--- config.mk ---
export PLATFORM = sky130hd
export DESIGN_NAME = axil_err_slave
export DESIGN_NICKNAME = d
export VERILOG_FILES = /design/src/soc_lite_pkg.sv /design/src/axil_err_slave.sv
export SDC_FILE = /design/constraint.sdc
export NUM_CORES = 1
export LEC_CHECK = 0
export BUFFER_PORTS_ARGS = -buffer_cell sky130_fd_sc_hd__buf_2
export CAP_MARGIN = 5
export CELL_PAD_IN_SITES_DETAIL_PLACEMENT = 1
export CELL_PAD_IN_SITES_GLOBAL_PLACEMENT = 1
export CORE_MARGIN = 4
export CORE_UTILIZATION = 10
export CTS_CLUSTER_DIAMETER = 30
export DETAILED_ROUTE_END_ITERATION = 6
export GPL_ROUTABILITY_DRIVEN = 0
export PLACE_DENSITY = 0.93
export SLEW_MARGIN = 10
export SYNTH_ARGS = -nofsm -noshare
export SYNTH_HDL_FRONTEND = slang
export SYNTH_SLANG_ARGS = --single-unit
--- constraint.sdc ---
create_clock -name clk_i -period 1.35 [get_ports clk_i]
set_clock_uncertainty 0.1 [all_clocks]
set_input_delay 0.0675 -clock clk_i [delete_from_list [all_inputs] [get_ports clk_i]]
set_output_delay 0.0675 -clock clk_i [all_outputs]
set_load 0.02 [all_outputs]
--- src/soc_lite_pkg.sv ---
`default_nettype none

package soc_lite_pkg;

  // ------------------------------------------------------------------
  // scalar types
  // ------------------------------------------------------------------
  typedef logic [31:0] addr_t;
  typedef logic [31:0] data_t;
  typedef logic [3:0]  strb_t;

  typedef enum logic [1:0] {
    OKAY   = 2'b00,
    SLVERR = 2'b10,
    DECERR = 2'b11
  } resp_e;

  // subordinate ports behind the address demux
  typedef enum logic [1:0] {
    SLV_ROM  = 2'd0,
    SLV_SRAM = 2'd1,
    SLV_ERR  = 2'd2
  } slv_idx_e;

  // ------------------------------------------------------------------
  // address map
  // ------------------------------------------------------------------
  localparam addr_t RomBase    = 32'h0000_1000;
  localparam addr_t RomLength  = 32'h0000_0040;
  localparam addr_t SramBase   = 32'h8000_0000;
  localparam addr_t SramLength = 32'h0000_1000;

  // read pattern of unmapped space
  localparam data_t ErrData    = 32'hBADC_AB1E;
  // rom word k holds this tag plus k
  localparam data_t RomWordTag = 32'hB007_0000;

  localparam int MemIdxWidth = 16;

  // ------------------------------------------------------------------
  // AXI4-Lite channels
  // ------------------------------------------------------------------
  typedef struct packed {
    addr_t addr;
    logic  valid;
  } axil_aw_t;

  typedef struct packed {
    addr_t addr;
    logic  valid;
  } axil_ar_t;

  typedef struct packed {
    data_t data;
    strb_t strb;
    logic  valid;
  } axil_w_t;

  typedef struct packed {
    resp_e resp;
    logic  valid;
  } axil_b_t;

  typedef struct packed {
    data_t data;
    resp_e resp;
    logic  valid;
  } axil_r_t;

  // manager to subordinate
  typedef struct packed {
    axil_aw_t aw;
    axil_w_t  w;
    axil_ar_t ar;
    logic     bready;
    logic     rready;
  } axil_req_t;

  // subordinate to manager
  typedef struct packed {
    logic    awready;
    logic    wready;
    logic    arready;
    axil_b_t b;
    axil_r_t r;
  } axil_rsp_t;

  // ------------------------------------------------------------------
  // single-cycle memory port
  // ------------------------------------------------------------------
  typedef struct packed {
    logic                   req;
    logic                   we;
    logic [MemIdxWidth-1:0] idx;
    strb_t                  be;
    data_t                  wdata;
  } mem_req_t;

  typedef struct packed {
    data_t rdata;
  } mem_rsp_t;

endpackage

`default_nettype wire

--- src/axil_err_slave.sv ---
`timescale 1ns/100ps
`default_nettype none

module axil_err_slave (
  input  logic                    clk_i,
  input  logic                    rst_ni,
  input  soc_lite_pkg::axil_req_t axil_req_i,
  output soc_lite_pkg::axil_rsp_t axil_rsp_o
);

  import soc_lite_pkg::*;

  logic aw_have_q;
  logic w_have_q;
  logic b_valid_q;
  logic r_valid_q;

  logic aw_hs;
  logic w_hs;
  logic ar_hs;
  logic wr_done;

  always_comb begin
    axil_rsp_o         = '0;
    axil_rsp_o.awready = ~aw_have_q & ~b_valid_q;
    axil_rsp_o.wready  = ~w_have_q & ~b_valid_q;
    axil_rsp_o.arready = ~r_valid_q;
    axil_rsp_o.b.valid = b_valid_q;
    axil_rsp_o.b.resp  = DECERR;
    axil_rsp_o.r.valid = r_valid_q;
    axil_rsp_o.r.resp  = DECERR;
    axil_rsp_o.r.data  = ErrData;
  end

  assign aw_hs   = axil_req_i.aw.valid & axil_rsp_o.awready;
  assign w_hs    = axil_req_i.w.valid & axil_rsp_o.wready;
  assign ar_hs   = axil_req_i.ar.valid & axil_rsp_o.arready;
  // AW and W may come in either order
  assign wr_done = (aw_have_q | aw_hs) & (w_have_q | w_hs);

  always_ff @(posedge clk_i or negedge rst_ni) begin
    if (!rst_ni) begin
      aw_have_q <= 1'b0;
      w_have_q  <= 1'b0;
      b_valid_q <= 1'b0;
      r_valid_q <= 1'b0;
    end else begin
      aw_have_q <= (aw_have_q | aw_hs) & ~wr_done;
      w_have_q  <= (w_have_q | w_hs) & ~wr_done;

      if (wr_done) begin
        b_valid_q <= 1'b1;
      end else if (axil_req_i.bready) begin
        b_valid_q <= 1'b0;
      end

      if (ar_hs) begin
        r_valid_q <= 1'b1;
      end else if (axil_req_i.rready) begin
        r_valid_q <= 1'b0;
      end
    end
  end

endmodule

`default_nettype wire

==> run summary <==
The logs give 0 for the number of maximum-capacitance constraint violations and 1 for the number of levels in the clock H-tree. Synthesis inferred 4 register bits. The routed wirelength normalized by instance count was 6.38 um. The fraction of layout instances using a drive strength above 1 works out to 0.254.

In this run the worst setup path terminates at axil_rsp_o[39]. The floorplan die area was 0.00610 mm2; the post-route clock period utilization was 0.888. Yosys printed 0 warnings. The die is 78.1 um wide. The worst setup path is of the flip-flop to primary output kind.

The later pin in the worst-skew pair is clocked with a latency of 0.22 ns. In this run the worst path has a maximum fanout of 9. Row generation in the floorplan step produced 25 rows.

The pre-antenna-repair detailed-routing pass consisted of 2 iterations. Setup violations remaining at the end of the flow were counted as 0. The post-route DRC violation count was 0; the number of different library cells in the post-synthesis netlist was 15. The global route total overflow is 0. The post-detailed-placement half-perimeter wirelength came out at 807 um.

For the sink count of the clock tree, the log shows 4. In this run the mean area of a mapped cell was 8.20 um2. At the end of the flow, the number of nets in the layout was 180. The logs give 0.204 for the sequential-to-total area share from yosys stat and 0 for the number of nets still failing antenna checks after routing. For this design the ratio of total power to cell area is 1710 mW/mm2. The count of input and output buffers was 11. Entering global routing, the biggest net connects 10 pins. Wires add up to 881 um.

For the top-level port count, the log shows 148. The library cells used most frequently in the layout, excluding fill and tap cells, are conb_1 (36), buf_2 (11), dfrtp_1 (4). The via count of the first global-routing pass is 248.

The capture point of the worst reg-to-reg path is b_valid_q. STA classifies the critical path endpoint as a primary output. The clock passes through at most 2 buffers.

The flow ran to the end, and the final reports show no timing, DRC or antenna violations. Adding up every negative setup slack in the final design gives 0 ns. The total count of max-transition violations in the final report was 0.

Launching instance or port of the critical path: b_valid_q. The launching element type of the critical path was a flip-flop. Timing would allow up to 0.834 GHz.

TritonCTS built the clock tree. The first global-routing pass estimated 1.16 mm of wire. In this run the worst hold path is classified as input pin to flip-flop. The required time at the worst-slack endpoint was 1.18 ns; the final hold slack was 0.00926 ns. After clock tree synthesis, the clock-pin slew on the worst setup and hold paths is 0.03 ns.

Setup repair after global routing left no endpoint under its margin. The number of hold-slack violations in the final timing report is 0. In this run the critical register-to-register path is launched from b_valid_q.

Shortest period the worst path allows: 1.20 ns. The static leakage is 0.275 nW, and the number of buffers inserted to repair setup after CTS is 0. The core region is 0.00475 mm2. The arrival time at the worst endpoint is 1.03 ns, and the total track usage is 0.0285.

The core occupancy in the finished layout is 0.110, and the count of vias placed by the detailed router is 296. The number of cells on the worst reg-to-reg path is 3. The tools report the clock root buffer as clkbuf_8.

The worst ir drop on vdd was 0.000310 V; the height of the die was 78.1 um. In the routed layout, each cell is associated on average with a via count of 2.14. The non-filler instance count after layout was 138; the initial antenna violation count was 0.

The leading cell type in the layout, fill and taps excluded was conb_1. The area growth from synthesis to layout is 6.36%. The number of antenna diodes in the final layout is 0.

In this run, placement finished with an instance count of 133. The run gives 0.103 as the initial core utilization. In this run the cell area of the synthesized design comes to 492 um2. The number of clock buffers added by TritonCTS is 3. The flop-to-flop setup slack is 0.23 ns, and the detailed router's first-iteration violation count is 8. The run gives 60 as the synthesized instance count.
==> state kept, by name, summed over array words and instances, names as in the netlist <==
signal / cells
aw_have_q: 1
b_valid_q: 1
r_valid_q: 1
w_have_q: 1
==> final cells by class <==
cell class / instances / area [um2]
clock buffers: 3 / 41.3
fillers: 594 / 4230
inverters: 2 / 7.51
multi-input cells: 49 / 215
flip-flops and latches: 4 / 100
well taps: 67 / 83.8
repair buffers: 13 / 75.1
==> cell usage after synthesis <==
cell      n  area share
a21oi_1   3       0.031
a21oi_2   1       0.018
buf_4    38        0.58
buf_6     1       0.023
conb_1    2       0.015
dfrtp_1   4        0.20
inv_1     1      0.0076
inv_2     1      0.0076
nor2_1    3       0.023
nor2_2    1       0.013
nor2_4    1       0.023
nor2b_1   1       0.013
nor3_1    1       0.010
o21a_1    1       0.015
o22a_1    1       0.018
==> through the flow <==
stage,setup WS (ns),area [um2],power [W]
after floorplan,0.331,619,0.000672
after global placement,0.269,462,0.000627
after detailed placement,0.235,462,0.000645
after CTS,0.143,523,0.000905
after global routing,0.0421,523,0.000978
final,0.151,523,0.000893
==> power breakdown <==
group	switching, W	internal (W)
clock	0.0000597	0.000190
sequential	0.0000878	0.000171
combinational	0.000258	0.000127
total	0.000405	0.000488
==> logic make-up (layout without fill, tap and decap cells) <==
kind of cell | after synthesis | in the layout | synth area share
compound gates | 6 | 6 | 0.0814
buf+inv | 41 | 18 | 0.618
flops | 4 | 4 | 0.204
other cells | 2 | 36 | 0.0153
simple gates | 7 | 7 | 0.0814
==> worst max-delay path, stage by stage (launching register included) <==
cell and delay (ns):
dfrtp_1 0.50, nor2_1 0.15, buf_2 0.17
==> per-layer routing <==
layer	GRT usage	part of all wire	up-vias
li1	-	-	132
met1	0.0248	0.29	122
met2	0.0402	0.42	40
met3	0.0275	0.27	2
met4	0.0210	0.020	0
met5	0	0	-
==> worst min-delay path by stage <==
stage / start / endpoint / cells past startpoint
after floorplan: rst_ni / aw_have_q / 0
after global placement: rst_ni / r_valid_q / 1
after detailed placement: rst_ni / r_valid_q / 1
after CTS: axil_req_i[2] / r_valid_q / 3
after global routing: axil_req_i[2] / r_valid_q / 3
final: axil_req_i[2] / r_valid_q / 3
==> repair_timing <==
item                      CTS  global route
gates resized for setup     0             0
hold buffers                2             0
hold endpoints to repair    5             0
(Power assumes the default switching activity.)
