==> src/soc_lite_pkg.sv <==
`default_nettype none

package soc_lite_pkg;

  // ------------------------------------------------------------------
  // scalar types
  // ------------------------------------------------------------------
  typedef logic [31:0] addr_t;
  typedef logic [31:0] data_t;
  typedef logic [3:0]  strb_t;

  typedef enum logic [1:0] {
    OKAY   = 2'b00,
    SLVERR = 2'b10,
    DECERR = 2'b11
  } resp_e;

  // subordinate ports behind the address demux
  typedef enum logic [1:0] {
    SLV_ROM  = 2'd0,
    SLV_SRAM = 2'd1,
    SLV_ERR  = 2'd2
  } slv_idx_e;

  // ------------------------------------------------------------------
  // address map
  // ------------------------------------------------------------------
  localparam addr_t RomBase    = 32'h0000_1000;
  localparam addr_t RomLength  = 32'h0000_0040;
  localparam addr_t SramBase   = 32'h8000_0000;
  localparam addr_t SramLength = 32'h0000_1000;

  // read pattern of unmapped space
  localparam data_t ErrData    = 32'hBADC_AB1E;
  // rom word k holds this tag plus k
  localparam data_t RomWordTag = 32'hB007_0000;

  localparam int MemIdxWidth = 16;

  // ------------------------------------------------------------------
  // AXI4-Lite channels
  // ------------------------------------------------------------------
  typedef struct packed {
    addr_t addr;
    logic  valid;
  } axil_aw_t;

  typedef struct packed {
    addr_t addr;
    logic  valid;
  } axil_ar_t;

  typedef struct packed {
    data_t data;
    strb_t strb;
    logic  valid;
  } axil_w_t;

  typedef struct packed {
    resp_e resp;
    logic  valid;
  } axil_b_t;

  typedef struct packed {
    data_t data;
    resp_e resp;
    logic  valid;
  } axil_r_t;

  // manager to subordinate
  typedef struct packed {
    axil_aw_t aw;
    axil_w_t  w;
    axil_ar_t ar;
    logic     bready;
    logic     rready;
  } axil_req_t;

  // subordinate to manager
  typedef struct packed {
    logic    awready;
    logic    wready;
    logic    arready;
    axil_b_t b;
    axil_r_t r;
  } axil_rsp_t;

  // ------------------------------------------------------------------
  // single-cycle memory port
  // ------------------------------------------------------------------
  typedef struct packed {
    logic                   req;
    logic                   we;
    logic [MemIdxWidth-1:0] idx;
    strb_t                  be;
    data_t                  wdata;
  } mem_req_t;

  typedef struct packed {
    data_t rdata;
  } mem_rsp_t;

endpackage

`default_nettype wire

==> src/axil_mem_port.sv <==
`timescale 1ns/100ps
`default_nettype none

module axil_mem_port #(
  parameter bit WritableMem = 1'b1
) (
  input  logic                    clk_i,
  input  logic                    rst_ni,
  input  soc_lite_pkg::axil_req_t axil_req_i,
  output soc_lite_pkg::axil_rsp_t axil_rsp_o,
  output soc_lite_pkg::mem_req_t  mem_req_o,
  input  soc_lite_pkg::mem_rsp_t  mem_rsp_i
);

  import soc_lite_pkg::*;

  // word index 0 sits at the start of the region
  localparam addr_t RegionBase = WritableMem ? SramBase : RomBase;
  // read-only regions refuse writes
  localparam resp_e WrResp     = resp_e'(WritableMem ? OKAY : SLVERR);

  // holding registers for the write channels
  addr_t aw_addr_q;
  logic  aw_have_q;
  data_t w_data_q;
  strb_t w_strb_q;
  logic  w_have_q;
  logic  b_valid_q;

  addr_t ar_addr_q;
  logic  rd_req_q;
  logic  r_valid_q;

  logic  aw_hs;
  logic  w_hs;
  logic  ar_hs;
  logic  wr_go;
  addr_t wr_addr;
  data_t wr_data;
  strb_t wr_strb;

  function automatic logic [MemIdxWidth-1:0] word_idx(addr_t addr);
    addr_t offset;
    offset = addr - RegionBase;
    return offset[MemIdxWidth+1:2];
  endfunction

  // ------------------------------------------------------------------
  // bus side
  // ------------------------------------------------------------------
  always_comb begin
    axil_rsp_o         = '0;
    axil_rsp_o.awready = ~aw_have_q & ~b_valid_q;
    axil_rsp_o.wready  = ~w_have_q & ~b_valid_q;
    axil_rsp_o.arready = ~rd_req_q & ~r_valid_q;
    axil_rsp_o.b.valid = b_valid_q;
    axil_rsp_o.b.resp  = WrResp;
    axil_rsp_o.r.valid = r_valid_q;
    axil_rsp_o.r.resp  = OKAY;
    // memory holds its read word until the next read
    axil_rsp_o.r.data  = mem_rsp_i.rdata;
  end

  assign aw_hs = axil_req_i.aw.valid & axil_rsp_o.awready;
  assign w_hs  = axil_req_i.w.valid & axil_rsp_o.wready;
  assign ar_hs = axil_req_i.ar.valid & axil_rsp_o.arready;

  // write goes out once both halves are in, unless a read owns the cycle
  assign wr_go   = (aw_have_q | aw_hs) & (w_have_q | w_hs) & ~rd_req_q;

  assign wr_addr = aw_have_q ? aw_addr_q : axil_req_i.aw.addr;
  assign wr_data = w_have_q ? w_data_q : axil_req_i.w.data;
  assign wr_strb = w_have_q ? w_strb_q : axil_req_i.w.strb;

  // ------------------------------------------------------------------
  // memory side
  // ------------------------------------------------------------------
  always_comb begin
    mem_req_o.req   = rd_req_q | (wr_go & WritableMem);
    mem_req_o.we    = ~rd_req_q;
    mem_req_o.idx   = rd_req_q ? word_idx(ar_addr_q) : word_idx(wr_addr);
    mem_req_o.be    = wr_strb;
    mem_req_o.wdata = wr_data;
  end

  always_ff @(posedge clk_i or negedge rst_ni) begin
    if (!rst_ni) begin
      aw_have_q <= 1'b0;
      w_have_q  <= 1'b0;
      b_valid_q <= 1'b0;
      rd_req_q  <= 1'b0;
      r_valid_q <= 1'b0;
    end else begin
      aw_have_q <= (aw_have_q | aw_hs) & ~wr_go;
      w_have_q  <= (w_have_q | w_hs) & ~wr_go;

      if (wr_go) begin
        b_valid_q <= 1'b1;
      end else if (axil_req_i.bready) begin
        b_valid_q <= 1'b0;
      end

      // read request one cycle after AR, data valid the cycle after
      rd_req_q <= ar_hs;
      if (rd_req_q) begin
        r_valid_q <= 1'b1;
      end else if (axil_req_i.rready) begin
        r_valid_q <= 1'b0;
      end
    end
  end

  always_ff @(posedge clk_i) begin
    if (aw_hs) begin
      aw_addr_q <= axil_req_i.aw.addr;
    end
    if (w_hs) begin
      w_data_q <= axil_req_i.w.data;
      w_strb_q <= axil_req_i.w.strb;
    end
    if (ar_hs) begin
      ar_addr_q <= axil_req_i.ar.addr;
    end
  end

endmodule

`default_nettype wire

==> config.mk <==
export PLATFORM = sky130hd
export DESIGN_NAME = axil_mem_port
export DESIGN_NICKNAME = d
export VERILOG_FILES = /design/src/soc_lite_pkg.sv /design/src/axil_mem_port.sv
export SDC_FILE = /design/constraint.sdc
export NUM_CORES = 1
export LEC_CHECK = 0
export BUFFER_PORTS_ARGS = -buffer_cell sky130_fd_sc_hd__buf_2
export CAP_MARGIN = 20
export CORE_AREA = 2 2 99 101
export DETAILED_ROUTE_END_ITERATION = 12
export DIE_AREA = 0 0 101 103
export PLACE_DENSITY = 0.75
export SLEW_MARGIN = 0
export SYNTH_ARGS = -nofsm -noshare
export SYNTH_HDL_FRONTEND = slang
export SYNTH_SLANG_ARGS = --single-unit
==> constraint.sdc <==
create_clock -name clk_i -period 2.09 [get_ports clk_i]
set_input_delay 0.418 -clock clk_i [delete_from_list [all_inputs] [get_ports clk_i]]
set_output_delay 0.418 -clock clk_i [all_outputs]
set_load 0.005 [all_outputs]
==> flow_summary.ini, run 1 <==
[run_status]
status = complete, no violations

[route]
vias = 2103
viasPerCell = 4.673
drt_pass1_iterations = 4
drc = 0
wl_um = 7080
drt_iter0_markers = 128
detail-route-antenna-nets = 0
avgRoutedWirePerCell_um = 15.73

[setup_path]
regToRegSetupSlack_ns = 0.61
start_kind = register
worstRegToRegCells = 4
cp-end-kind = output pin
crit_required_ns = 1.67
path_class = reg -> out
crit_fanout = 24
critPathArrivalTime_ns = 1.54

[layout]
nets = 470
antennaDiodeCount = 0
multi_input_area_um2 = 842.1
fill_cells = 887
final_layout_size_suffix_gt1_share_pct = 58.33
area_delta_synth_final_pct = 23.25
final_util_pct = 43.89
regArea_um2 = 2170

[synthesis]
synth_area_um2 = 3368
synth_top_cell_by_area = edfxtp_1
async_flop_share_pct = 6.849
synth_ff_type = edfxtp_1
synth_enable_flop_cells = 68
synth_top_area_share_pct = 60.62
synth_most_common_cell = edfxtp_1
synth-seq-area-share_pct = 64.34
synthTopCellsByArea = edfxtp_1 (61%), mux2_2 (9.4%), buf_4 (8.7%)
synthDistinctLibCells = 21
synth.top_cells.by_count = edfxtp_1 (68), buf_4 (39), mux2_2 (28), nand2_1 (17), mux2i_1 (16)
synthCells = 223
ys_ff_latch = 73
syn_area_per_cell_um2 = 15.10
synth_warnings = 0

[floorplan]
start_util_pct = 35.61
num_rows = 36
die-area_um2 = 10400
chipHeight_um = 103
ioPinCount = 234
core-area_um2 = 9459
die_w_um = 101

[timing]
setup_ws_ns = 0.1359
fin_worst_skew_ns = 0.01317
post-route-period-util_pct = 93.50
fmax_ghz = 0.5117
fin_setup_tns_ns = 0
hold_slack_ns = 0.2532
slew_viol_final = 0
rsz0062_at_grt = no
period_needed_ns = 1.954
setup_viol = 0
hold_viol = 0

[place]
dp_hpwl_um = 5295
place.gp.congestion = 0.7362
dp_slack_ns = 0.3726
io_buffers = 133

[run]
drv_cap = 0

[min_path]
worst_hold_path_type = in -> reg
hold_depth = 1

[grt]
grt_pass1_vias = 2095
grt_start_max_net_pins = 37
antenna_found_initial = 0
grt_remaining_overflow = 0
grt_pass1_wl_um = 10320
grt_use_total_pct = 13.04

[clock_network]
clk-insertion-delay-late_ns = 0.34
cts_tree = done
numCtsBuffers = 9
postCtsSetupRepairBufs = 0
htree_levels = 3
ctsLongestPathBuffers = 2
cts_sinks = 73
path_clk_slew_ns = 0.08
clockRootBuffer = clkbuf_8

[power]
irDropWorstVdd_uv = 509.2
power_mw = 4.954
p_leak_nw = 1.737
powerDensity_nw_per_um2 = 1193
==> report_power, final <==
group | internal, mW | switching, mW
combinational | 0.911 | 0.813
clock | 0.674 | 0.518
sequential | 1.92 | 0.117
==> per-stage QoR <==
stage,area (µm²),std cells
after floorplan,3381,226
after global placement,3928,433
after detailed placement,3928,433
after CTS,4151,450
after global routing,4151,450
final,4151,450
==> layout make-up <==
class	count	share of cell area, %
flip-flops and latches	73	52.26
multi-input cells	102	20.28
repair buffers	142	18.63
well taps	114	3.436
clock buffers	11	3.165
clock inverters	5	1.959
inverters	3	0.2712
==> worst max-delay path, cell delays in order, from the launching register on <==
cell and delay, ns:
dfrtp_2 0.36, buf_4 0.32, mux2_2 0.39, buf_2 0.13
==> path summary, 6_finish.rpt <==
path / start / endpoint
max: w_have_q / mem_req_o[9]
min reg2reg: r_valid_q / r_valid_q
min: axil_req_i[20] / ar_addr_q[17]
max in group asynchronous: rst_ni / aw_have_q
min in group asynchronous: rst_ni / r_valid_q
max reg2reg: aw_have_q / aw_addr_q[5]
==> what timing repair did <==
action	CTS	global route
hold buffers	1	0
gates resized for setup	1	0
setup endpoints to repair	1	0
endpoints found under the hold margin	5	0
==> cells in the final DEF, fill, tap and decap left out, types with 2 or more instances in the layout <==
cell	count
dfrtp_1	3
bufinv_16	2
buf_2	133
edfxtp_1	68
mux2_2	28
buf_4	5
o21ai_0	9
o22a_1	2
mux2i_1	16
o21ai_1	8
nor2_1	2
clkbuf_1	2
dfrtp_2	2
inv_1	3
mux2_4	8
nand2_1	17
buf_12	3
conb_1	4
nor2b_1	2
and2_1	2
clkbuf_8	9
==> routing by layer <==
| metal | up-vias | global-route usage, % | share of wire (%) |
|---|---|---|---|
| met5 | - | 0 | 0 |
| met2 | 80 | 21.74 | 51 |
| met1 | 1018 | 15.90 | 41 |
| met4 | 0 | 5.613 | 1.9 |
| li1 | 983 | - | - |
| met3 | 22 | 3.729 | 6.0 |
==> flip-flops by register name, summed over array words and instances (netlist names) <==
register,count
w_data_q,32
ar_addr_q,16
aw_addr_q,16
w_strb_q,4
aw_have_q,1
b_valid_q,1
r_valid_q,1
rd_req_q,1
w_have_q,1
==> logic make-up after synthesis <==
| logic type | share of synthesized area (%) |
|---|---|
| muxes | 17.68 |
| buffers and inverters | 11.03 |
| and+or+nand+nor | 3.232 |
| DFF | 64.34 |
| other | 0.1113 |
| AOI/OAI and AO/OA | 3.603 |
(Power assumes the default switching activity.)
==> run 2, diff against run 1 <==
Settings changed: CTS_BUF_LIST set to sky130_fd_sc_hd__clkbuf_16.
==> run 2 against run 1 <==
Combinational power is essentially flat. Non-clock buffer count is the same. Sequential cell count is the same. Die area is the same. Register-to-register slack is essentially flat. Clock-buffer cell count shrank 2. Setup slack gained 0.0068 ns. Via count grew 0.19%. Clock skew shrank 0.0056 ns. Critical endpoint unchanged.
==> flow_summary.ini, run 2 (synthesized netlist as in run 1, its figures left out) <==
[run_status]
status = complete, no violations

[floorplan]
die-area_um2 = 10400
ioPinCount = 234
start_util_pct = 35.61
die_w_um = 101
chipHeight_um = 103
num_rows = 36
core-area_um2 = 9459

[layout]
final_cell_mix = buf_2 (133), edfxtp_1 (68), mux2_2 (28)
final_common_cell = buf_2
largest_reg_flops = 32
largest_register = w_data_q
fill_cells = 877
fin_area_um2 = 4253
final_util_pct = 44.96
nets = 470
area_delta_synth_final_pct = 26.26
final_layout_size_suffix_gt1_share_pct = 58.33
reg_top3 = w_data_q (32), ar_addr_q (16), aw_addr_q (16)
antennaDiodeCount = 0

[timing]
hold_viol = 0
fmax_ghz = 0.5135
rsz0062_at_grt = no
setup_ws_ns = 0.1426
period_needed_ns = 1.947
post-route-period-util_pct = 93.18
slew_viol_final = 0
setup_viol = 0
fin_worst_skew_ns = 0.007609
fin_setup_tns_ns = 0

[min_path]
hold_depth = 1
whs_endpoint = ar_addr_q[10]
min-delay-start = axil_req_i[13]
worst_hold_path_type = in -> reg

[grt]
antenna_found_initial = 0
grt_use_total_pct = 12.94
grt_start_max_net_pins = 37
grt_pass1_vias = 2090
grt_pass1_wl_um = 10340
grt_remaining_overflow = 0

[clock_network]
htree_levels = 3
postCtsSetupRepairBufs = 0
cts_sinks = 73
numCtsBuffers = 9
ctsLongestPathBuffers = 2
path_clk_slew_ns = 0.06
clk-insertion-delay-late_ns = 0.32
cts_tree = done
clockRootBuffer = clkbuf_16

[route]
vias = 2107
drt_pass1_iterations = 4
avgRoutedWirePerCell_um = 15.96
drt_iter0_markers = 115
wl_um = 7180
viasPerCell = 4.682
detail-route-antenna-nets = 0
drc = 0

[setup_path]
worstRegToRegCells = 3
critPathArrivalTime_ns = 1.53
crit_fanout = 24
path_class = reg -> out
reg2reg_to = ar_addr_q[3]
regToRegSetupSlack_ns = 0.60
crit_required_ns = 1.67
start_kind = register
cp-end-kind = output pin
timing.rr.start = rd_req_q

[run]
drv_cap = 0

[place]
io_buffers = 133
dp_slack_ns = 0.3726
placed_area_um2 = 3928
dp_hpwl_um = 5295
place.gp.congestion = 0.7362

[power]
power_mw = 5.380
powerDensity_nw_per_um2 = 1265
irDropWorstVdd_uv = 589.3
p_leak_nw = 1.791
run 2: cell type report:
class / instances / area [µm²] / share of cell area (%)
flip-flops and latches: 73 / 2170 / 51.01
multi-input cells: 102 / 842.1 / 19.80
repair buffers: 142 / 773.2 / 18.18
clock buffers: 9 / 225.2 / 5.296
well taps: 114 / 142.6 / 3.354
clock inverters: 7 / 88.84 / 2.089
inverters: 3 / 11.26 / 0.2648
run 2: how the worst max path moves through the flow:
stage | startpoint | to | depth (start not counted)
6_report | w_have_q | mem_req_o[9] | 3
5_1_grt | w_have_q | mem_req_o[9] | 3
4_1_cts | aw_have_q | mem_req_o[40] | 4
3_5_place_dp | aw_have_q | mem_req_o[40] | 4
3_3_place_gp | aw_have_q | mem_req_o[48] | 4
2_1_floorplan | w_have_q | w_data_q[0] | 4
run 2: repair_timing:
item / in CTS / in global routing
resized for setup: 0 / 1
hold endpoints to repair: 5 / 0
hold buffers: 1 / 0
setup endpoints to repair: 0 / 7
run 2: power breakdown:
part	internal, mW	leakage [nW]	switching [mW]	total (mW)
Sequential	1.92	0.690	0.120	2.04
Clock	1.04	0.158	0.571	1.61
Combinational	0.911	0.944	0.818	1.73
run 2: stage by stage:
stage	cells	hold slack (ns)
floorplan	226	0.1224
global placement	433	0.2454
detailed placement	433	0.2535
CTS	450	0.2597
global route	450	0.2542
finish	450	0.2723
run 2: routing by layer:
layer | vias up | track usage, % | share of wire (%)
li1 | 982 | - | -
met1 | 1025 | 16.03 | 42
met2 | 77 | 21.69 | 50
met3 | 23 | 3.525 | 5.6
met4 | 0 | 4.990 | 1.9
met5 | - | 0 | 0
run 2: worst max-delay path: stages (launching register included):
cell	delay, ns
dfrtp_2	0.35
buf_4	0.33
mux2_2	0.39
buf_2	0.13
