<file path="config.mk">
export PLATFORM = sky130hd
export DESIGN_NAME = axil_addr_demux
export DESIGN_NICKNAME = d
export VERILOG_FILES = /design/src/soc_lite_pkg.sv /design/src/axil_addr_demux.sv
export SDC_FILE = /design/constraint.sdc
export NUM_CORES = 1
export LEC_CHECK = 0
export ABC_AREA = 1
export BUFFER_PORTS_ARGS = -buffer_cell sky130_fd_sc_hd__buf_2
export CAP_MARGIN = 20
export CELL_PAD_IN_SITES_DETAIL_PLACEMENT = 1
export CELL_PAD_IN_SITES_GLOBAL_PLACEMENT = 2
export CORE_AREA = 8 8 224 226
export CTS_CLUSTER_SIZE = 14
export DETAILED_ROUTE_END_ITERATION = 12
export DIE_AREA = 0 0 232 234
export PLACE_DENSITY_LB_ADDON = 0.15
export SYNTH_ARGS = -nofsm -noshare
export SYNTH_HDL_FRONTEND = slang
export SYNTH_SLANG_ARGS = --single-unit
</file>
<file path="constraint.sdc">
create_clock -name clk_i -period 1.59 [get_ports clk_i]
set_clock_uncertainty 0.15 [all_clocks]
set_input_delay 0.318 -clock clk_i [delete_from_list [all_inputs] [get_ports clk_i]]
set_output_delay 0.318 -clock clk_i [all_outputs]
set_load 0.005 [all_outputs]
</file>
<file path="src/soc_lite_pkg.sv">
`default_nettype none

package soc_lite_pkg;

  // ------------------------------------------------------------------
  // scalar types
  // ------------------------------------------------------------------
  typedef logic [31:0] addr_t;
  typedef logic [31:0] data_t;
  typedef logic [3:0]  strb_t;

  typedef enum logic [1:0] {
    OKAY   = 2'b00,
    SLVERR = 2'b10,
    DECERR = 2'b11
  } resp_e;

  // subordinate ports behind the address demux
  typedef enum logic [1:0] {
    SLV_ROM  = 2'd0,
    SLV_SRAM = 2'd1,
    SLV_ERR  = 2'd2
  } slv_idx_e;

  // ------------------------------------------------------------------
  // address map
  // ------------------------------------------------------------------
  localparam addr_t RomBase    = 32'h0000_1000;
  localparam addr_t RomLength  = 32'h0000_0040;
  localparam addr_t SramBase   = 32'h8000_0000;
  localparam addr_t SramLength = 32'h0000_1000;

  // read pattern of unmapped space
  localparam data_t ErrData    = 32'hBADC_AB1E;
  // rom word k holds this tag plus k
  localparam data_t RomWordTag = 32'hB007_0000;

  localparam int MemIdxWidth = 16;

  // ------------------------------------------------------------------
  // AXI4-Lite channels
  // ------------------------------------------------------------------
  typedef struct packed {
    addr_t addr;
    logic  valid;
  } axil_aw_t;

  typedef struct packed {
    addr_t addr;
    logic  valid;
  } axil_ar_t;

  typedef struct packed {
    data_t data;
    strb_t strb;
    logic  valid;
  } axil_w_t;

  typedef struct packed {
    resp_e resp;
    logic  valid;
  } axil_b_t;

  typedef struct packed {
    data_t data;
    resp_e resp;
    logic  valid;
  } axil_r_t;

  // manager to subordinate
  typedef struct packed {
    axil_aw_t aw;
    axil_w_t  w;
    axil_ar_t ar;
    logic     bready;
    logic     rready;
  } axil_req_t;

  // subordinate to manager
  typedef struct packed {
    logic    awready;
    logic    wready;
    logic    arready;
    axil_b_t b;
    axil_r_t r;
  } axil_rsp_t;

  // ------------------------------------------------------------------
  // single-cycle memory port
  // ------------------------------------------------------------------
  typedef struct packed {
    logic                   req;
    logic                   we;
    logic [MemIdxWidth-1:0] idx;
    strb_t                  be;
    data_t                  wdata;
  } mem_req_t;

  typedef struct packed {
    data_t rdata;
  } mem_rsp_t;

endpackage

`default_nettype wire

</file>
<file path="src/axil_addr_demux.sv">
`timescale 1ns/100ps
`default_nettype none

module axil_addr_demux (
  input  logic                          clk_i,
  input  logic                          rst_ni,
  input  soc_lite_pkg::axil_req_t       mgr_req_i,
  output soc_lite_pkg::axil_rsp_t       mgr_rsp_o,
  output soc_lite_pkg::axil_req_t [2:0] slv_req_o,
  input  soc_lite_pkg::axil_rsp_t [2:0] slv_rsp_i
);

  import soc_lite_pkg::*;

  localparam int NumSlv = 3;

  slv_idx_e aw_sel;
  slv_idx_e ar_sel;

  // no new transactions until the cycle after reset
  logic     accept_q;

  // open transaction per direction
  logic     wr_open_q;
  slv_idx_e wr_tgt_q;
  logic     rd_open_q;
  slv_idx_e rd_tgt_q;

  logic aw_hs;
  logic b_hs;
  logic ar_hs;
  logic r_hs;

  // anything outside rom and sram goes to the error port
  function automatic slv_idx_e decode(addr_t addr);
    slv_idx_e sel;
    sel = SLV_ERR;
    if (addr >= RomBase && addr < RomBase + RomLength) begin
      sel = SLV_ROM;
    end else if (addr >= SramBase && addr < SramBase + SramLength) begin
      sel = SLV_SRAM;
    end
    return sel;
  endfunction

  assign aw_sel = decode(mgr_req_i.aw.addr);
  assign ar_sel = decode(mgr_req_i.ar.addr);

  // ------------------------------------------------------------------
  // routing
  // ------------------------------------------------------------------
  always_comb begin
    mgr_rsp_o = '0;
    for (int i = 0; i < NumSlv; i++) begin
      slv_req_o[i] = '0;
      // payloads are broadcast, only the valids are steered
      slv_req_o[i].aw.addr  = mgr_req_i.aw.addr;
      slv_req_o[i].aw.valid = mgr_req_i.aw.valid & accept_q & ~wr_open_q &
                              (aw_sel == slv_idx_e'(i));
      slv_req_o[i].w.data   = mgr_req_i.w.data;
      slv_req_o[i].w.strb   = mgr_req_i.w.strb;
      slv_req_o[i].w.valid  = mgr_req_i.w.valid & wr_open_q &
                              (wr_tgt_q == slv_idx_e'(i));
      slv_req_o[i].bready   = mgr_req_i.bready & wr_open_q &
                              (wr_tgt_q == slv_idx_e'(i));
      slv_req_o[i].ar.addr  = mgr_req_i.ar.addr;
      slv_req_o[i].ar.valid = mgr_req_i.ar.valid & accept_q & ~rd_open_q &
                              (ar_sel == slv_idx_e'(i));
      slv_req_o[i].rready   = mgr_req_i.rready & rd_open_q &
                              (rd_tgt_q == slv_idx_e'(i));
    end

    // one outstanding write and one outstanding read
    mgr_rsp_o.awready = accept_q & ~wr_open_q & slv_rsp_i[aw_sel].awready;
    mgr_rsp_o.arready = accept_q & ~rd_open_q & slv_rsp_i[ar_sel].arready;

    if (wr_open_q) begin
      mgr_rsp_o.wready = slv_rsp_i[wr_tgt_q].wready;
      mgr_rsp_o.b      = slv_rsp_i[wr_tgt_q].b;
    end
    if (rd_open_q) begin
      mgr_rsp_o.r = slv_rsp_i[rd_tgt_q].r;
    end
  end

  assign aw_hs = mgr_req_i.aw.valid & mgr_rsp_o.awready;
  assign b_hs  = mgr_rsp_o.b.valid & mgr_req_i.bready;
  assign ar_hs = mgr_req_i.ar.valid & mgr_rsp_o.arready;
  assign r_hs  = mgr_rsp_o.r.valid & mgr_req_i.rready;

  // ------------------------------------------------------------------
  // target tracking
  // ------------------------------------------------------------------
  always_ff @(posedge clk_i or negedge rst_ni) begin
    if (!rst_ni) begin
      accept_q  <= 1'b0;
      wr_open_q <= 1'b0;
      wr_tgt_q  <= SLV_ERR;
      rd_open_q <= 1'b0;
      rd_tgt_q  <= SLV_ERR;
    end else begin
      accept_q <= 1'b1;

      if (aw_hs) begin
        wr_open_q <= 1'b1;
        wr_tgt_q  <= aw_sel;
      end else if (b_hs) begin
        wr_open_q <= 1'b0;
      end

      if (ar_hs) begin
        rd_open_q <= 1'b1;
        rd_tgt_q  <= ar_sel;
      end else if (r_hs) begin
        rd_open_q <= 1'b0;
      end
    end
  end

endmodule

`default_nettype wire

</file>
==> summary.md, run 1 <==
| Metric | Value |
|---|---|
| Outcome | `complete, but fails checks` |
| Violated checks | `negative setup slack` |
| Layout cells sized above 1 | `73.1%` |
| DRT Wirelength | `25,400 um` |
| Placed cell count | `1,525` |
| Filler cells | `5,785` |
| Clk_lat worst skew | `0.24 ns` |
| HP Class | `in -> reg` |
| Most common cell after layout, fill and taps aside | `buf_2` |
| Area growth syn-to-layout | `64.7%` |
| Synth warn | `0` |
| Leak | `3.84 nW` |
| Global-route wire length before repair | `35,700 um` |
| Num CTS Buffers | `3` |
| Combinational Power Share | `84.5%` |
| Non-Filler Instances | `1,556` |
| Syn Std Cell Area | `4250 sq um` |
| Port-buffer cells | `393` |
| Worst Setup End Kind | `output pin` |
| Clk pin slew, worst setup/hold paths | `0.04 ns` |
| CP max FO | `7` |
| Critical path class | `reg -> out` |
| Most area-consuming cells after synthesis | `buf_4 (53%), nand2_1 (15%), nand3_1 (11%)` |
| Vias/cell | `3.18` |
| Post-route design area | `6990 sq um` |
| Dpl ws | `-0.451 ns` |
| Hold Worst Slack | `0.243 ns` |
| Nets@finish | `1,170` |
| Clock power frac | `9.3%` |
| Placer Congestion | `0.704` |
| Pin count of the biggest net entering global routing | `26` |
| DR pass1 iterations | `4` |
| Vias | `4,942` |
| Reg-to-Reg End | `rd_open_q` |
| Initial antenna violation count | `3` |
| Most frequent cells in the layout | `buf_2 (347), nand2_1 (130), buf_4 (83), buf_6 (63), nand3_1 (62)` |
| FMAX | `497 MHz` |
| Post-Place Cell Area | `5490 sq um` |
| Tmin final | `2.01 ns` |
| Syn_nets | `966` |
| Clock Root Buffer | `clkbuf_16` |
| Final setup margin | `-0.422 ns` |
| Starting density of the core | `9.06%` |
| Share of total power in sequential cells | `6.2%` |
| Detailed Place HPWL | `21,900 um` |
| Ports | `586` |
| Vias in the first global route | `5,774` |
| Worst setup SP type | `register` |
| Synth Register Bits | `7` |
| Global Route Usage Sum | `8.61%` |
| H-Tree Depth | `1` |
| DIE WIDTH | `232 um` |
| Post-Syn Instances | `736` |
| DRC Markers | `0` |
| Initial DRC Count | `59` |
| Core Region | `46,800 sq um` |
| Hold path startpoint | `mgr_req_i[1]` |
| Chip Height | `234 um` |
| Setup repair after global routing missed its margin | `yes` |
| Post-DRT Antenna Nets | `0` |
| Max VDD drop | `0.000327 V` |
| Int Power | `2.54 mW` |
| Final core utilization | `14.9%` |
| Final Hold Fails | `0` |
| Netlist cell types | `21` |
| WP data required | `1.12 ns` |
| Pwr per Cell Area | `680 nW/um^2` |
| Reg-to-Reg Start | `rd_tgt_q[1]` |
| Pins Over Slew Limit | `0` |
| Worst R2R Setup Slack | `-0.03 ns` |
| Storage element area | `183 sq um` |
| Hold path cells | `4` |
| Avg Cell Area, Syn | `5.77 sq um` |
| Fin Setup TNS | `-16.80 ns` |
| Final setup viols | `57` |
| Drt wl/cell | `16.3 um` |
| Cell count of the worst reg-to-reg path | `9` |
| Total power | `4.76 mW` |
| Sw Pwr | `2.21 mW` |
| Worst Hold Path EP | `wr_open_q` |
| Critical Path AT | `1.54 ns` |
| Top cell type by total area after synthesis | `buf_4` |
| Longest Clk Path Bufs | `2` |
| Tcrit/Tclk final | `127%` |
| CTS tree | `done` |
| Total gr overflow | `0` |
| # rows | `80` |
| Max Cap Viol | `0` |
| Register area share after synthesis | `4.19%` |
| Clk sinks | `7` |
| Die area | `54,300 sq um` |
| Sw Ratio | `46.5%` |
| Top cell type's share of synthesized area | `53.1%` |
| Area of the multi-input gates | `2080 sq um` |
Yosys cell counts, drive strengths merged:
master	n
a21oi	1
and2	1
and3	1
buf	311
clkbuf	7
conb	1
dfrtp	5
dfstp	2
inv	81
nand2	169
nand3	97
nand4	5
nor2	51
nor3	3
or2	1
what timing repair did:
| item | CTS | global route |
|---|---|---|
| endpoints found under the setup margin | 59 | 62 |
| resized for setup | 217 | 109 |
| pin swaps | 61 | 61 |
| setup buffers | 25 | 5 |
| hold endpoints to repair | 5 | 0 |
| gates cloned | 3 | 3 |
| hold buffers | 1 | 0 |
critical path, stage by stage, from the launching register on:
cell	delay, ns
dfstp_2	0.58
buf_6	0.14
inv_8	0.06
buf_12	0.14
nand3_1	0.06
nand3_1	0.09
nand2_1	0.07
inv_1	0.03
buf_2	0.13
layer usage:
metal  share of wire (%)  vias to the layer above  GRT usage (%)
met5                0.10                        -          0.459
met4                0.70                        4           1.18
met3                  12                       13           4.68
met2                  49                      377           15.7
met1                  38                     2209           8.75
li1                    -                     2339              -
flip-flops by register name, indices dropped and copies added, names as in the netlist:
name	flops
wr_tgt_q	2
rd_open_q	1
accept_q	1
wr_open_q	1
rd_tgt_q	2
power by group through the flow:
stage	clock [mW]	sequential, mW	combinational (mW)
floorplan	0	0.266	1.75
global placement	0	0.298	3.21
detailed placement	0	0.295	3.18
CTS	0.467	0.300	3.93
global route	0.484	0.306	4.46
finish	0.442	0.296	4.02
area by class of cell:
type | instances | share of cell area (%)
antenna | 2 | 0.0716
clock buffer | 4 | 1.13
sequential | 7 | 2.61
multi-input combinational | 330 | 29.8
tap | 615 | 11.0
inverter | 81 | 4.92
timing repair buffer | 517 | 50.5
how the worst max path moves through the flow:
| stage | slack, ns | cells after the start | startpoint | to |
|---|---|---|---|---|
| finish | -0.42 | 8 | rd_tgt_q[1] | mgr_rsp_o[29] |
| global route | -0.52 | 8 | rd_tgt_q[1] | mgr_rsp_o[15] |
| CTS | -0.46 | 8 | rd_tgt_q[1] | mgr_rsp_o[21] |
| detailed placement | -0.45 | 8 | mgr_req_i[18] | slv_req_o[107] |
| global placement | -0.43 | 8 | mgr_req_i[18] | slv_req_o[107] |
| floorplan | -0.02 | 7 | rd_tgt_q[1] | mgr_rsp_o[24] |
cells by family (layout without fill, tap and decap cells):
family,count (synthesis),count (layout),synth area share [%]
simple gates,328,328,33.4
compound gates,1,1,0.206
buf+inv,399,602,62.1
other cells,1,3,0.0883
flops,7,7,4.19
(Power assumes the default switching activity.)
==> run 2, diff against run 1 <==
--- a/config.mk
+++ b/config.mk
@@ -6,7 +6,8 @@
 export NUM_CORES = 1
 export LEC_CHECK = 0
 export ABC_AREA = 1
-export BUFFER_PORTS_ARGS = -buffer_cell sky130_fd_sc_hd__buf_2
+export ABC_CLOCK_PERIOD_IN_PS = 1590
+export BUFFER_PORTS_ARGS = -buffer_cell sky130_fd_sc_hd__buf_4
 export CAP_MARGIN = 20
 export CELL_PAD_IN_SITES_DETAIL_PLACEMENT = 1
 export CELL_PAD_IN_SITES_GLOBAL_PLACEMENT = 2
==> summary.md, run 2 (same netlist as run 1, synthesis figures left out) <==
| Metric | Value |
|---|---|
| Outcome | `complete, but fails checks` |
| Violated checks | `negative setup slack` |
| Clk sinks | `7` |
| Max VDD drop | `0.000219 V` |
| M3 GR Usage | `4.91%` |
| Final core utilization | `16.8%` |
| Worst setup SP type | `register` |
| DR pass1 iterations | `4` |
| Post-route design area | `7870 sq um` |
| Clk_lat worst skew | `0.24 ns` |
| Drt wl/cell | `16.5 um` |
| # rows | `80` |
| Placer Congestion | `0.687` |
| Initial DRC Count | `69` |
| M1 GR Usage | `8.61%` |
| Port-buffer cells | `393` |
| Filler cells | `5,711` |
| Kind of cell adding the most delay to the critical path | `flip-flops` |
| Final setup margin | `-0.488 ns` |
| Setup repair after global routing missed its margin | `yes` |
| CTS tree | `done` |
| Tmin final | `2.08 ns` |
| CP max stage cell | `dfstp_2` |
| Total gr overflow | `0` |
| Clock Root Buffer | `clkbuf_16` |
| HP Class | `in -> reg` |
| Detailed Place HPWL | `22,500 um` |
| Top flop regs | `rd_tgt_q (2), wr_tgt_q (2)` |
| Vias | `4,987` |
| Max incr delay on CP | `0.63 ns` |
| Pwr per Cell Area | `649 nW/um^2` |
| DRC Markers | `0` |
| Chip Height | `234 um` |
| Placed cell count | `1,533` |
| Critical path class | `reg -> out` |
| DIE WIDTH | `232 um` |
| Ports | `586` |
| Final setup viols | `58` |
| Num CTS Buffers | `3` |
| Starting density of the core | `9.06%` |
| Global Route Usage Sum | `8.64%` |
| Core Region | `46,800 sq um` |
| WP data required | `1.12 ns` |
| Tcrit/Tclk final | `131%` |
| Post-DRT Antenna Nets | `0` |
| Pins Over Slew Limit | `0` |
| Layout cells sized above 1 | `72.3%` |
| Max Cap Viol | `0` |
| Non-Filler Instances | `1,566` |
| Area growth syn-to-layout | `85.4%` |
| Global-route wire length before repair | `36,000 um` |
| Worst Setup End Kind | `output pin` |
| Initial antenna violation count | `0` |
| Final Hold Fails | `0` |
| Post-Place Cell Area | `6550 sq um` |
| Worst R2R Setup Slack | `-0.19 ns` |
| Vias/cell | `3.18` |
| Buf/Inv on CP | `4` |
| Pin count of the biggest net entering global routing | `23` |
| Critical Path AT | `1.61 ns` |
| Die area | `54,300 sq um` |
| Met2 Use GR | `15.8%` |
| Nets@finish | `1,182` |
| Vias in the first global route | `5,882` |
| Longest Clk Path Bufs | `2` |
| CP max FO | `11` |
| Cells along the critical path | `nor2_2 > buf_12 > buf_4 > nand2_1 > nand3_1 > nand2_1 > inv_1 > buf_4` |
| Leak | `4.16 nW` |
| Total inserted antenna cells | `0` |
| Most common cell after layout, fill and taps aside | `buf_4` |
| Hold Worst Slack | `0.226 ns` |
| Clk pin slew, worst setup/hold paths | `0.04 ns` |
| DRT Wirelength | `25,800 um` |
| FMAX | `481 MHz` |
| Most frequent cells in the layout | `buf_4 (434), nand2_1 (127), buf_6 (74), nand3_1 (73), inv_1 (50)` |
| Busiest layer in global routing | `met2` |
| H-Tree Depth | `1` |
run 2: changes by cell type in the layout (fill, tap and decap cells not counted), sizes merged:
cell	previous run	this run
buf	514	526
diode	2	0
run 2: area by class of cell:
| cell class | instances | area (sq um) | share of cell area (%) |
|---|---|---|---|
| Clock buffer | 4 | 78.8 | 1.00 |
| Inverter | 81 | 344 | 4.37 |
| Multi-Input combinational cell | 330 | 2010 | 25.5 |
| Sequential cell | 7 | 184 | 2.34 |
| Tap cell | 615 | 769 | 9.78 |
| Timing Repair Buffer | 529 | 4480 | 57.0 |
run 2: tightest hold or removal path, cell delays in order:
cell     delay (ns)
buf_4          0.09
nand2_1        0.05
nand2_1        0.07
nand2_1        0.05
run 2: stage by stage:
stage | setup slack, ns | setup TNS (ns) | total power [mW]
floorplan | -0.0166 | -0.496 | 2.01
finish | -0.488 | -19.74 | 5.10
global route | -0.584 | -24.74 | 5.60
global placement | -0.427 | -14.20 | 4.01
CTS | -0.519 | -21.07 | 5.00
detailed placement | -0.430 | -14.04 | 3.97
run 2: timing repair:
action | CTS | global route
buffers inserted | 25 | 8
endpoints found under the setup margin | 60 | 62
pin swaps | 56 | 66
resized for setup | 179 | 111
cloned | 1 | 3
hold endpoints to repair | 7 | 0
hold buffers | 1 | 0
run 2: routing by layer:
layer,wire length (um),vias up
met5,0,-
met4,227,0
met3,3230,13
met2,12900,373
met1,9390,2244
li1,-,2357
run 2: final timing paths:
kind / cells after the start / end / startpoint
hold / removal: 4 / wr_open_q / mgr_req_i[1]
setup / recovery: 8 / mgr_rsp_o[33] / rd_tgt_q[1]
setup reg to reg: 10 / rd_open_q / rd_tgt_q[1]
min in group asynchronous: 2 / accept_q / rst_ni
max in group asynchronous: 2 / rd_tgt_q[1] / rst_ni
hold reg to reg: 2 / rd_tgt_q[1] / rd_tgt_q[1]
run 2: power breakdown:
part	internal, mW	leakage (nW)	total, mW	switching, mW
Sequential	0.239	0.0791	0.305	0.0658
Combinational	2.30	4.04	4.35	2.05
Clock	0.335	0.0382	0.449	0.114
Total	2.88	4.16	5.10	2.23
